[src/logic/snd_pkg.sv]
/* Shared types and constants for the sound board.
   Bus levels are active high. Clock-enable ratios assume a 48 MHz clk.
   The step table covers the 49 steps of the 4-bit ADPCM chip. */
package snd_pkg;

    typedef struct packed {
        logic [15:0] addr;
        logic [7:0]  dout;   // Write data from the CPU
        logic        mreq;
        logic        wr;
    } cpu_bus_t;

    typedef struct packed {
        logic rom;
        logic ram;
        logic fm;
        logic oki;
        logic bank;
        logic oki7;
        logic latch0;
        logic latch1;
    } dev_sel_t;

    // ADPCM command byte, top bit tells the two apart
    typedef union packed {
        struct packed {
            logic       start;
            logic [6:0] phrase;
        } play;
        struct packed {
            logic       zero;
            logic [6:0] ignored;
        } stop;
    } adpcm_cmd_u;

    localparam logic [3:0] IO_PAGE  = 4'hF;
    localparam logic [3:0] RAM_PAGE = 4'hD;

    localparam logic [9:0] FM_CEN_N  = 10'd3;   // 3.6 MHz
    localparam logic [9:0] FM_CEN_M  = 10'd40;
    localparam logic [9:0] OKI_CEN_N = 10'd1;   // 1 MHz
    localparam logic [9:0] OKI_CEN_M = 10'd48;

    localparam logic [7:0] ADPCM_DIV_FAST  = 8'd132;
    localparam logic [7:0] ADPCM_DIV_SLOW  = 8'd165;
    localparam logic [7:0] ADPCM_STOP_BYTE = 8'h80;

    localparam logic [10:0] STEP_TABLE [49] = '{
        11'd16,   11'd17,   11'd19,   11'd21,   11'd23,   11'd25,   11'd28,
        11'd31,   11'd34,   11'd37,   11'd41,   11'd45,   11'd50,   11'd55,
        11'd60,   11'd66,   11'd73,   11'd80,   11'd88,   11'd97,   11'd107,
        11'd118,  11'd130,  11'd143,  11'd157,  11'd173,  11'd190,  11'd209,
        11'd230,  11'd253,  11'd279,  11'd307,  11'd337,  11'd371,  11'd408,
        11'd449,  11'd494,  11'd544,  11'd598,  11'd658,  11'd724,  11'd796,
        11'd876,  11'd963,  11'd1060, 11'd1166, 11'd1282, 11'd1411, 11'd1552
    };

    localparam logic signed [4:0] INDEX_ADJ [8] = '{
        -5'sd1, -5'sd1, -5'sd1, -5'sd1, 5'sd2, 5'sd4, 5'sd6, 5'sd8
    };

endpackage
[src/logic/snd_addr_decode.sv]
/* Address decoder for the sound CPU bus.
   Selects and ROM address are registered, valid 1 clock after the bus.
   Bank and rate registers take bit 0 of the write data. */
module snd_addr_decode (
    input  logic               rst,
    input  logic               clk,
    input  snd_pkg::cpu_bus_t  bus,
    output snd_pkg::dev_sel_t  sel,
    output logic               rom_cs,
    output logic [15:0]        rom_addr,
    output logic               oki_ss
);
    import snd_pkg::*;

    dev_sel_t sel_d;
    logic     io_cs;
    logic     rom_hit;
    logic     bank;
    logic     oki7;

    assign io_cs   = bus.mreq && bus.addr[15:12] == IO_PAGE;
    // Below 0x8000 or the 16 KB banked window
    assign rom_hit = bus.mreq && (!bus.addr[15] || bus.addr[15:14] == 2'b10);

    always_comb begin
        sel_d        = '0;
        sel_d.rom    = rom_hit;
        sel_d.ram    = bus.mreq && bus.addr[15:12] == RAM_PAGE;
        sel_d.fm     = io_cs && bus.addr[3:1] == 3'd0;
        sel_d.oki    = io_cs && bus.addr[3:1] == 3'd1;
        sel_d.bank   = io_cs && bus.addr[3:1] == 3'd2;
        sel_d.oki7   = io_cs && bus.addr[3:1] == 3'd3;
        sel_d.latch0 = io_cs && bus.addr[3:1] == 3'd4;
        sel_d.latch1 = io_cs && bus.addr[3:1] == 3'd5;
    end

    always_ff @(posedge clk or posedge rst) begin
        if (rst) begin
            sel <= '0;
        end else begin
            sel <= sel_d;
        end
    end

    assign rom_cs = sel.rom;   // Registered ROM select

    always_ff @(posedge clk) begin
        if (bus.addr[15]) begin
            rom_addr <= {1'b1, bank, bus.addr[13:0]};   // Banked window
        end else begin
            rom_addr <= {1'b0, bus.addr[14:0]};
        end
    end

    always_ff @(posedge clk or posedge rst) begin
        if (rst) begin
            bank <= 1'b0;
            oki7 <= 1'b0;
        end else begin
            if (sel.bank && bus.wr) begin
                bank <= bus.dout[0];
            end
            if (sel.oki7 && bus.wr) begin
                oki7 <= bus.dout[0];
            end
        end
    end

    assign oki_ss = oki7;   // 1 selects the faster sample rate

endmodule

[config.mk]
export PLATFORM = sky130hd
export DESIGN_NAME = snd_addr_decode
export DESIGN_NICKNAME = d
export VERILOG_FILES = /design/src/logic/snd_pkg.sv /design/src/logic/snd_addr_decode.sv
export SDC_FILE = /design/constraint.sdc
export NUM_CORES = 1
export LEC_CHECK = 0
export BUFFER_PORTS_ARGS = -buffer_cell sky130_fd_sc_hd__buf_4
export CAP_MARGIN = 20
export CORE_ASPECT_RATIO = 1.25
export CORE_MARGIN = 10
export CORE_UTILIZATION = 40
export CTS_BUF_LIST = sky130_fd_sc_hd__clkbuf_8 sky130_fd_sc_hd__clkbuf_16
export CTS_CLUSTER_DIAMETER = 50
export DETAILED_ROUTE_END_ITERATION = 8
export GPL_ROUTABILITY_DRIVEN = 0
export HOLD_SLACK_MARGIN = 0.1
export PLACE_DENSITY_LB_ADDON = 0.25
export SYNTH_ARGS = -nofsm -noshare
export SYNTH_HDL_FRONTEND = slang
export SYNTH_SLANG_ARGS = --single-unit
[constraint.sdc]
create_clock -name clk -period 2.19 [get_ports clk]
set_input_delay 0.438 -clock clk [delete_from_list [all_inputs] [get_ports clk]]
set_output_delay 0.438 -clock clk [all_outputs]
set_load 0.05 [all_outputs]
# == Yosys cells after proc, flatten, opt, wreduce, memory -nomap -nowiden ==
# Index checks and enable logic that the tools add are counted.
# word_totals
in_bits,28
elab_cells,34
output_inout_bits,26
ff_bits,26
# classes
reduce_logical,14
n_eq_ne,8
n_mux,1
# op_table
op,n
16-bit two-way mux,1
1-bit logical AND,11
"4-bit equality test, second input constant",2
"3-bit by 2-bit equality test with 1-bit output, second input constant",2
"3-bit equality test, second input constant",2
"3-bit by 1-bit equality test with 1-bit output, second input constant",1
3-bit logical NOT,1
"2-bit equality test, second input constant",1
1-bit logical NOT,1
1-bit logical OR,1

# == Depth between registers and ports, before layout ==
# Gate-level depths: netlist (run 1).
# logic_depth
word_depth,3
depth_mapped,2
depth_no_buf,2

# == Worst setup path after synthesis (run 1) ==
# No wires, ideal clock.
# synth_timing
kind,register to output
start,register sel (netlist bit rom_cs)
end,output sel[7] in the netlist's numbering
t_required_ns,1.752
path_stages_with_launch,2
path_buffers,1
t_arrival_ns,0.886
path_slack_ns,0.866
path_cell_list,dfrtp_1 > buf_4
# synth_lines
item,line_no,source
start: declaration,snd_addr_decode.sv:8,"output snd_pkg::dev_sel_t sel,"
start signal: assignment,snd_addr_decode.sv:41,sel <= sel_d;
# No word-level cell between the ends.

# == Worst setup path in the final report (run 1) ==
# layout_timing
start,register sel[2] in the netlist's numbering
end,output sel[2] in the netlist's numbering
# No word-level cell between the ends.

==> results of run 1 <==
==> sequential cells by signal, summed over array words and instances, names as in the netlist <==
signal	cells
bank	1
oki_ss	1
rom_addr	16
rom_cs	1
sel	7
==> metrics by stage <==
step | util, % | setup slack (ns) | instances | power [W] | hold WS, ns
after floorplan | - | 0.866 | 46 | 0.000594 | 0.278
after global placement | 62.0 | 1.14 | 110 | 0.000660 | 0.431
after detailed placement | 62.0 | 1.11 | 110 | 0.000662 | 0.434
after CTS | 65.1 | 0.900 | 114 | 0.000965 | 0.139
after global routing | 65.1 | 0.870 | 114 | 0.000986 | 0.160
final | 65.1 | 0.913 | 114 | 0.000949 | 0.126
==> cells in the final DEF (no fill, tap or decap) <==
cell / n
a21boi_0: 1
mux2_2: 3
nand2_1: 4
dfxtp_1: 16
nand2b_1: 2
dfrtp_1: 10
nor3_1: 2
clkbuf_8: 4
nand4_4: 1
nor4b_2: 1
nor4_1: 3
nor2_1: 1
inv_1: 1
buf_4: 46
==> worst max path at each step <==
stage             from  endpoint  slack [ns]  cells past startpoint
6_report        sel[2]    sel[2]        0.91                      1
5_1_grt         sel[2]    sel[2]        0.87                      1
4_1_cts         sel[2]    sel[2]        0.90                      1
3_5_place_dp   bus[22]    sel[0]        1.11                      3
3_3_place_gp   bus[22]    sel[5]        1.14                      3
2_1_floorplan   rom_cs    sel[7]        0.87                      1
==> kinds of logic after synthesis <==
kind of cell | after synthesis | share of synthesized area [%]
flops | 26 | 79.3
simple gates | 14 | 13.4
mux | 3 | 4.70
buf+inv | 2 | 1.57
compound gates | 1 | 1.04
==> per-layer routing <==
metal	global-route usage, %	share of wire [%]
met5	0	0
met4	7.06	3.1
met3	8.63	20
met2	14.1	47
met1	6.04	30
==> area by class of cell <==
class                      instances  area (µm²)
clock buffer                       4        55.1
fill                             150         608
inverter                           1        3.75
multi-input combinational         18         138
sequential                        26         571
tap                               19        23.8
timing repair buffer              46         345
==> report_power, final <==
group	switching, W	internal, W	total [W]
Combinational	0.0000966	0.0000530	0.000150
Sequential	0.00000536	0.000494	0.000500
Clock	0.000139	0.000161	0.000300
Total	0.000241	0.000708	0.000949
==> impl_metrics.env, run 1 <==
export IMPL_yosysWarnings=0
export IMPL_antenna_found_initial=0
export IMPL_ant_nets=0
export IMPL_std_cell_rows=17
export IMPL_vias=534
export IMPL_wl_per_cell_um=15.0
export IMPL_ys_flop_type="dfxtp_1"
export IMPL_start_util_pct=41.2
export IMPL_synth_distinct_cells=13
export IMPL_clk_latency_ns=0.27
export IMPL_fin_skew_ns=0.000607
export IMPL_cp_max_fo=2
export IMPL_drc=0
export IMPL_r2r_setup_slack_ns=1.31
export IMPL_yosysMostFrequentCell="dfxtp_1"
export IMPL_track_usage_pct=8.83
export IMPL_seq_area_frac_synth_pct=79.3
export IMPL_clockBufferDepth=2
export IMPL_r2r_end="bank"
export IMPL_drv_cap=0
export IMPL_grt_start_max_net_pins=15
export IMPL_cts_resized=0
export IMPL_synth_edf_count=0
export IMPL_rsz0062_at_grt="no"
export IMPL_overflow=0
export IMPL_fin_crit_sh_pct=58.3
export IMPL_placed_area_mm2=0.00108
export IMPL_synthesis_area_um2=719
export IMPL_port_buffers=46
export IMPL_async_reset_ff_share_pct=38.5
export IMPL_synthesis_nets=74
export IMPL_path_delay_family="flip-flops"
export IMPL_synthTopCellsByArea="dfxtp_1 45%, dfrtp_1 35%, mux2_2 4.7%, nand4_4 3.0%, nor4_1 2.6%"
export IMPL_critPathMaxStageDelay_ns=0.38
export IMPL_hold_class="in2async"
export IMPL_drive_above_1_share_pct=57.9
export IMPL_crit_type="reg2out"
export IMPL_worstPathRequired_ns=1.75
export IMPL_root_buffer="clkbuf_8"
export IMPL_tritoncts="built"
export IMPL_antennaDiodeCount=0
export IMPL_reg2regPathDepth=2
export IMPL_max_slew_margin_rel_pct=76.4
export IMPL_arrival_ns=0.84
export IMPL_fin_area_mm2=0.00114
export IMPL_final_max_slew_violation_count=0
export IMPL_wl_mm=1.71
export IMPL_die_h_um=67.4
export IMPL_num_nets_final=124
export IMPL_synthTopCellsByCount="16 x dfxtp_1, 10 x dfrtp_1, 4 x nand2_1"
export IMPL_die_area_mm2=0.00391
export IMPL_final_hold_viol_count=0
export IMPL_crit_chain="buf_4"
export IMPL_cellLeakagePower_nw=0.570
export IMPL_ir_worst_vdd_mv=0.632
export IMPL_fin_crit_ns=1.28
export IMPL_area_growth_pct=57.9
export IMPL_htree_levels=1
export IMPL_synth_seq_cells=26
export IMPL_hold_buffers=0
export IMPL_cp_slowest_cell="dfrtp_1"
export IMPL_postSynthCellCount=46
export IMPL_post_cts_repair_setup_buffers=0
export IMPL_setup_viol=0
export IMPL_cp_end_kind="output port"
export IMPL_clkTransAtPathRegs_ns=0.08
export IMPL_drt_iter0_drc=0
export IMPL_worst_path_buf_inv=1
export IMPL_grt_pass1_vias=582
export IMPL_fp_dieW_um=57.9
export IMPL_vias_per_cell=4.68
export IMPL_power_density_mw_per_mm2=836
export IMPL_grt_pass1_wl_mm=2.54
export IMPL_yosysTopAreaCellShare_pct=44.5
export IMPL_cts_buffers=3
export IMPL_fmax_ghz=0.783
export IMPL_clock_sinks=26
export IMPL_setup_tns_ns=0
export IMPL_status="finished, final reports clean"
export IMPL_syn_avg_cell_area_um2=15.6
export IMPL_yosys_area_top_type="dfxtp_1"
export IMPL_coreArea_mm2=0.00174
export IMPL_pin_count=54
export IMPL_first_pass_iters=1
export IMPL_timing_rr_start="sel[3]"
export IMPL_cp_start_kind="register"
export IMPL_tightest_slew_ns=0.353
(Power assumes the default switching activity.)
==> inputs of run 2 (changes only) <==
--- a/config.mk
+++ b/config.mk
@@ -9,7 +9,7 @@
 export CAP_MARGIN = 20
 export CORE_ASPECT_RATIO = 1.25
 export CORE_MARGIN = 10
-export CORE_UTILIZATION = 40
+export CORE_UTILIZATION = 37
 export CTS_BUF_LIST = sky130_fd_sc_hd__clkbuf_8 sky130_fd_sc_hd__clkbuf_16
 export CTS_CLUSTER_DIAMETER = 50
 export DETAILED_ROUTE_END_ITERATION = 8
==> constraint.sdc (replaced) <==
create_clock -name clk -period 1.3 [get_ports clk]
set_input_delay 0.26 -clock clk [delete_from_list [all_inputs] [get_ports clk]]
set_output_delay 0.26 -clock clk [all_outputs]
set_load 0.05 [all_outputs]
==> run 2 against run 1 <==
- wire length is 0.94% higher
- design area is 7.9% higher
- sequential power is 68% higher
- register-to-register slack worse by 0.90 ns
- sequential share of layout area is 3.7 points lower
- setup slack worse by 0.72 ns
- combinational power is 84% higher
- clock skew is 0.0070 ns higher
- global-route usage hardly changed
- clock power is 46% higher
- largest power group unchanged
- first-iteration DRC count stayed put
- core utilization is 2.7 points higher
==> impl_metrics.env, run 2 (synthesized netlist as in run 1, its figures left out) <==
export IMPL_setup_tns_ns=0
export IMPL_drt_iter0_drc=0
export IMPL_fin_crit_sh_pct=85.0
export IMPL_num_nets_final=134
export IMPL_grt_pass1_vias=652
export IMPL_reg_top3="rom_addr (16), sel (7)"
export IMPL_vias_per_cell=4.48
export IMPL_fin_crit_ns=1.11
export IMPL_htree_levels=1
export IMPL_port_buffers=46
export IMPL_dp_hpwl_mm=1.40
export IMPL_ir_worst_vdd_mv=0.931
export IMPL_die_area_mm2=0.00412
export IMPL_layout_commonest_cell="buf_4"
export IMPL_start_util_pct=39.8
export IMPL_power_density_mw_per_mm2=1270
export IMPL_largest_reg_flops=16
export IMPL_worstPathRequired_ns=1.04
export IMPL_fp_dieW_um=59.4
export IMPL_fin_skew_ns=0.00758
export IMPL_cts_resized=0
export IMPL_cp_end_kind="output port"
export IMPL_coreArea_mm2=0.00181
export IMPL_final_hold_viol_count=0
export IMPL_arrival_ns=0.85
export IMPL_area_growth_pct=70.4
export IMPL_first_pass_iters=1
export IMPL_track_usage_pct=8.78
export IMPL_overflow=0
export IMPL_clockBufferDepth=2
export IMPL_critPathMaxStageDelay_ns=0.39
export IMPL_std_cell_rows=17
export IMPL_ant_nets=0
export IMPL_max_slew_margin_rel_pct=75.6
export IMPL_drc=0
export IMPL_vias=556
export IMPL_tritoncts="built"
export IMPL_r2r_setup_slack_ns=0.41
export IMPL_hold_class="in2reg"
export IMPL_setup_ws_ns=0.195
export IMPL_clock_sinks=26
export IMPL_drive_above_1_share_pct=51.4
export IMPL_root_buffer="clkbuf_8"
export IMPL_final_cell_mix="46 x buf_4, 16 x dfxtp_1, 10 x dfrtp_1, 10 x dlygate4sd3_1, 4 x nand2_1"
export IMPL_cp_start_kind="register"
export IMPL_pin_count=54
export IMPL_status="finished, final reports clean"
export IMPL_drv_cap=0
export IMPL_antenna_found_initial=0
export IMPL_clk_latency_ns=0.27
export IMPL_setup_viol=0
export IMPL_cts_buffers=3
export IMPL_grt_pass1_wl_mm=2.86
export IMPL_wl_mm=1.72
export IMPL_tightest_slew_ns=0.366
export IMPL_fmax_ghz=0.905
export IMPL_cellLeakagePower_nw=0.610
export IMPL_worst_path_buf_inv=1
export IMPL_crit_chain="buf_4"
export IMPL_die_h_um=69.3
export IMPL_clkTransAtPathRegs_ns=0.08
export IMPL_pre_cts_slack_ns=0.413
export IMPL_crit_type="reg2out"
export IMPL_rsz0062_at_grt="no"
export IMPL_regMostFlops="rom_addr"
export IMPL_wl_per_cell_um=13.9
export IMPL_post_cts_repair_setup_buffers=0
export IMPL_grt_start_max_net_pins=15
export IMPL_antennaDiodeCount=0
export IMPL_cp_slowest_cell="dfrtp_1"
export IMPL_final_max_slew_violation_count=0
export IMPL_cp_max_fo=2
export IMPL_path_delay_family="flip-flops"
[run 2: routing by layer]
metal  up-vias  GRT usage, %  part of all wire [%]
met5         -             0                     0
met4         0          3.82                   1.8
met3         3          8.59                    22
met2        36          13.6                    47
met1       245          7.17                    29
li1        272             -                     -
[run 2: path summary, 6_finish.rpt]
check | cells past startpoint | from | end
max | 1 | sel[2] | sel[2]
min reg2reg | 1 | bank | rom_addr[14]
max in group asynchronous | 3 | rst | rom_cs
min | 1 | bus[13] | rom_addr[3]
max reg2reg | 2 | sel[3] | bank
min in group asynchronous | 3 | rst | sel[0]
[run 2: report_power, final]
group	leakage, nW	switching, W	total, W	internal (W)
sequential	0.272	0.00000880	0.000842	0.000833
combinational	0.310	0.000168	0.000276	0.000109
clock	0.0269	0.000227	0.000439	0.000211
[run 2: per-stage QoR]
step	util (%)	std cells	hold slack [ns]	area, µm²	power (W)
6_report	67.8	124	0.123	1230	0.00156
5_1_grt	67.8	124	0.109	1230	0.00163
4_1_cts	67.8	124	0.119	1230	0.00157
3_5_place_dp	59.8	110	0.269	1080	0.00112
3_3_place_gp	59.8	110	0.260	1080	0.00111
2_1_floorplan	-	46	0.100	719	0.00100
[run 2: repair_timing]
item / CTS / global route
hold buffers: 10 / 0
endpoints found under the setup margin: 0 / 0
hold endpoints to repair: 19 / 0
[run 2: layout make-up]
type | count | area [µm²]
flip-flops and latches | 26 | 571
repair buffers | 56 | 445
well taps | 19 | 23.8
clock buffers | 3 | 41.3
clock inverters | 1 | 3.75
multi-input cells | 18 | 138
fillers | 136 | 582
inverters | 1 | 3.75
==> inputs of run 3 (changes only) <==
--- a/config.mk
+++ b/config.mk
@@ -5,6 +5,7 @@
 export SDC_FILE = /design/constraint.sdc
 export NUM_CORES = 1
 export LEC_CHECK = 0
+export ABC_AREA = 1
 export BUFFER_PORTS_ARGS = -buffer_cell sky130_fd_sc_hd__buf_4
 export CAP_MARGIN = 20
 export CORE_ASPECT_RATIO = 1.25
==> run 3 against run 2 <==
- global-route usage increased by 0.37 points
- critical path depth increased by 5
- setup slack about the same
- largest cell class unchanged
==> impl_metrics.env, run 3 <==
export IMPL_status="finished, final reports clean"
export IMPL_seq_area_frac_synth_pct=78.2
export IMPL_timing_rr_start="sel[2]"
export IMPL_die_h_um=69.6
export IMPL_whs_endpoint="rom_addr[13]"
export IMPL_drc=0
export IMPL_yosysMostFrequentCell="dfxtp_1"
export IMPL_drt_iter0_drc=2
export IMPL_postSynthCellCount=61
export IMPL_cp_slowest_cell="dlygate4sd3_1"
export IMPL_cp_end_kind="register"
export IMPL_fp_dieW_um=59.7
export IMPL_final_hold_viol_count=0
export IMPL_htree_levels=1
export IMPL_worstHoldStart="bus[23]"
export IMPL_dp_hpwl_mm=1.46
export IMPL_clkTransAtPathRegs_ns=0.08
export IMPL_tightest_slew_ns=0.363
export IMPL_grt_start_max_net_pins=15
export IMPL_p_total_w=0.00161
export IMPL_pre_cts_slack_ns=0.487
export IMPL_synth_seq_cells=26
export IMPL_std_cell_rows=17
export IMPL_track_usage_pct=9.15
export IMPL_wl_per_cell_um=13.5
export IMPL_setup_viol=0
export IMPL_num_nets_final=150
export IMPL_drive_above_1_share_pct=44.6
export IMPL_power_density_mw_per_mm2=1280
export IMPL_cp_max_fo=6
export IMPL_vias=610
export IMPL_final_core_util_pct=68.7
export IMPL_root_buffer="clkbuf_8"
export IMPL_cts_buffers=3
export IMPL_syn_avg_cell_area_um2=12.0
export IMPL_synth_distinct_cells=12
export IMPL_clk_latency_ns=0.26
export IMPL_synthesis_area_um2=729
export IMPL_fin_crit_ns=1.10
export IMPL_grt_pass1_vias=676
export IMPL_synth_edf_count=0
export IMPL_grt_pass1_wl_mm=3.07
export IMPL_worstPathRequired_ns=1.45
export IMPL_critPathMaxStageDelay_ns=0.56
export IMPL_setup_tns_ns=0
export IMPL_ant_nets=0
export IMPL_cp_start_kind="primary input"
export IMPL_synthesis_nets=89
export IMPL_regMostFlops="rom_addr"
export IMPL_dp_cells=125
export IMPL_reg2regPathDepth=3
export IMPL_reg_top3="rom_addr (16), sel (7)"
export IMPL_start_util_pct=39.9
export IMPL_synthTopCellsByArea="dfxtp_1 44%, dfrtp_1 34%, nand3_1 4.1%, inv_1 4.1%, nand2_1 3.1%"
export IMPL_cellLeakagePower_nw=0.649
export IMPL_antenna_found_initial=0
export IMPL_hold_depth=1
export IMPL_ir_worst_vdd_mv=1.18
export IMPL_yosysTopAreaCellShare_pct=43.9
export IMPL_overflow=0
export IMPL_first_pass_iters=3
export IMPL_synthTopCellsByCount="16 x dfxtp_1, 10 x dfrtp_1, 8 x inv_1"
export IMPL_fin_skew_ns=0.000360
export IMPL_final_cell_mix="46 x buf_4, 16 x dfxtp_1, 11 x dlygate4sd3_1"
export IMPL_clockBufferDepth=2
export IMPL_rsz0062_at_grt="no"
export IMPL_yosysWarnings=0
export IMPL_r2r_end="oki_ss"
export IMPL_drv_cap=0
export IMPL_clock_sinks=26
export IMPL_wl_mm=1.89
export IMPL_layout_commonest_cell="buf_4"
export IMPL_tritoncts="built"
export IMPL_final_instance_count_excl_fill=140
export IMPL_area_growth_pct=72.2
export IMPL_yosys_area_top_type="dfxtp_1"
export IMPL_fmax_ghz=0.905
export IMPL_crit_chain="dlygate4sd3_1 > buf_4 > nand2_1 > inv_1 > nand2_2 > nor2_1"
export IMPL_antennaDiodeCount=0
export IMPL_async_reset_ff_share_pct=38.5
export IMPL_setup_ws_ns=0.195
export IMPL_coreArea_mm2=0.00183
export IMPL_final_max_slew_violation_count=0
export IMPL_port_buffers=46
export IMPL_r2r_setup_slack_ns=0.64
export IMPL_ys_flop_type="dfxtp_1"
export IMPL_die_area_mm2=0.00416
export IMPL_largest_reg_flops=16
export IMPL_post_cts_repair_setup_buffers=0
export IMPL_max_slew_margin_rel_pct=75.8
export IMPL_fin_crit_sh_pct=85.0
export IMPL_pin_count=54
export IMPL_vias_per_cell=4.36
export IMPL_crit_type="in2reg"
export IMPL_arrival_ns=1.26
export IMPL_hold_class="in2reg"
[run 3: metrics by stage]
step	hold WS, ns	area (µm²)
after floorplan	0.100	729
after global placement	0.257	1090
after detailed placement	0.260	1090
after CTS	0.106	1250
after global routing	0.101	1260
final	0.122	1260
[run 3: timing repair]
action                                  in CTS  in global routing
gates resized for setup                      0                  0
endpoints found under the hold margin       19                  1
hold buffers                                10                  1
endpoints found under the setup margin       0                  0
[run 3: cell families (layout without fill, tap and decap cells)]
family | Yosys count | count (layout) | synth area share [%]
AO/OA/AOI/OAI | 3 | 3 | 2.06
buffers and inverters | 9 | 69 | 5.15
flip-flops | 26 | 26 | 78.2
AND/OR/NAND/NOR | 23 | 23 | 14.6
[run 3: power breakdown]
| part | leakage, nW | internal, W | switching, W |
|---|---|---|---|
| Clock | 0.0288 | 0.000270 | 0.000221 |
| Combinational | 0.348 | 0.000109 | 0.000170 |
| Sequential | 0.272 | 0.000833 | 0.00000995 |
[run 3: worst max-delay path, delay by kind of cell]
family | cells | cell delay [ns]
buf+inv | 3 | 0.76
simple gates | 3 | 0.23
[run 3: worst max-delay path by stage]
stage	cells past startpoint	to	start
6_report	6	sel[0]	bus[22]
5_1_grt	6	sel[3]	bus[22]
4_1_cts	1	oki_ss	oki_ss
3_5_place_dp	1	sel[7]	rom_cs
3_3_place_gp	1	sel[3]	sel[3]
2_1_floorplan	1	sel[7]	rom_cs
[run 3: final cells by class]
cell class | instances | area, µm²
Multi-Input combinational cell | 26 | 121
Sequential cell | 26 | 571
Clock buffer | 4 | 55.1
Fill cell | 139 | 573
Inverter | 8 | 30.0
Timing Repair Buffer | 57 | 455
Tap cell | 19 | 23.8
[run 3: per-layer routing]
layer  up-vias  track usage [%]  wire (µm)
met2        20             17.1       1110
met3         0             3.29        138
li1        305                -          -
met4         0             2.99          0
met5         -                0          0
met1       285             8.47        644
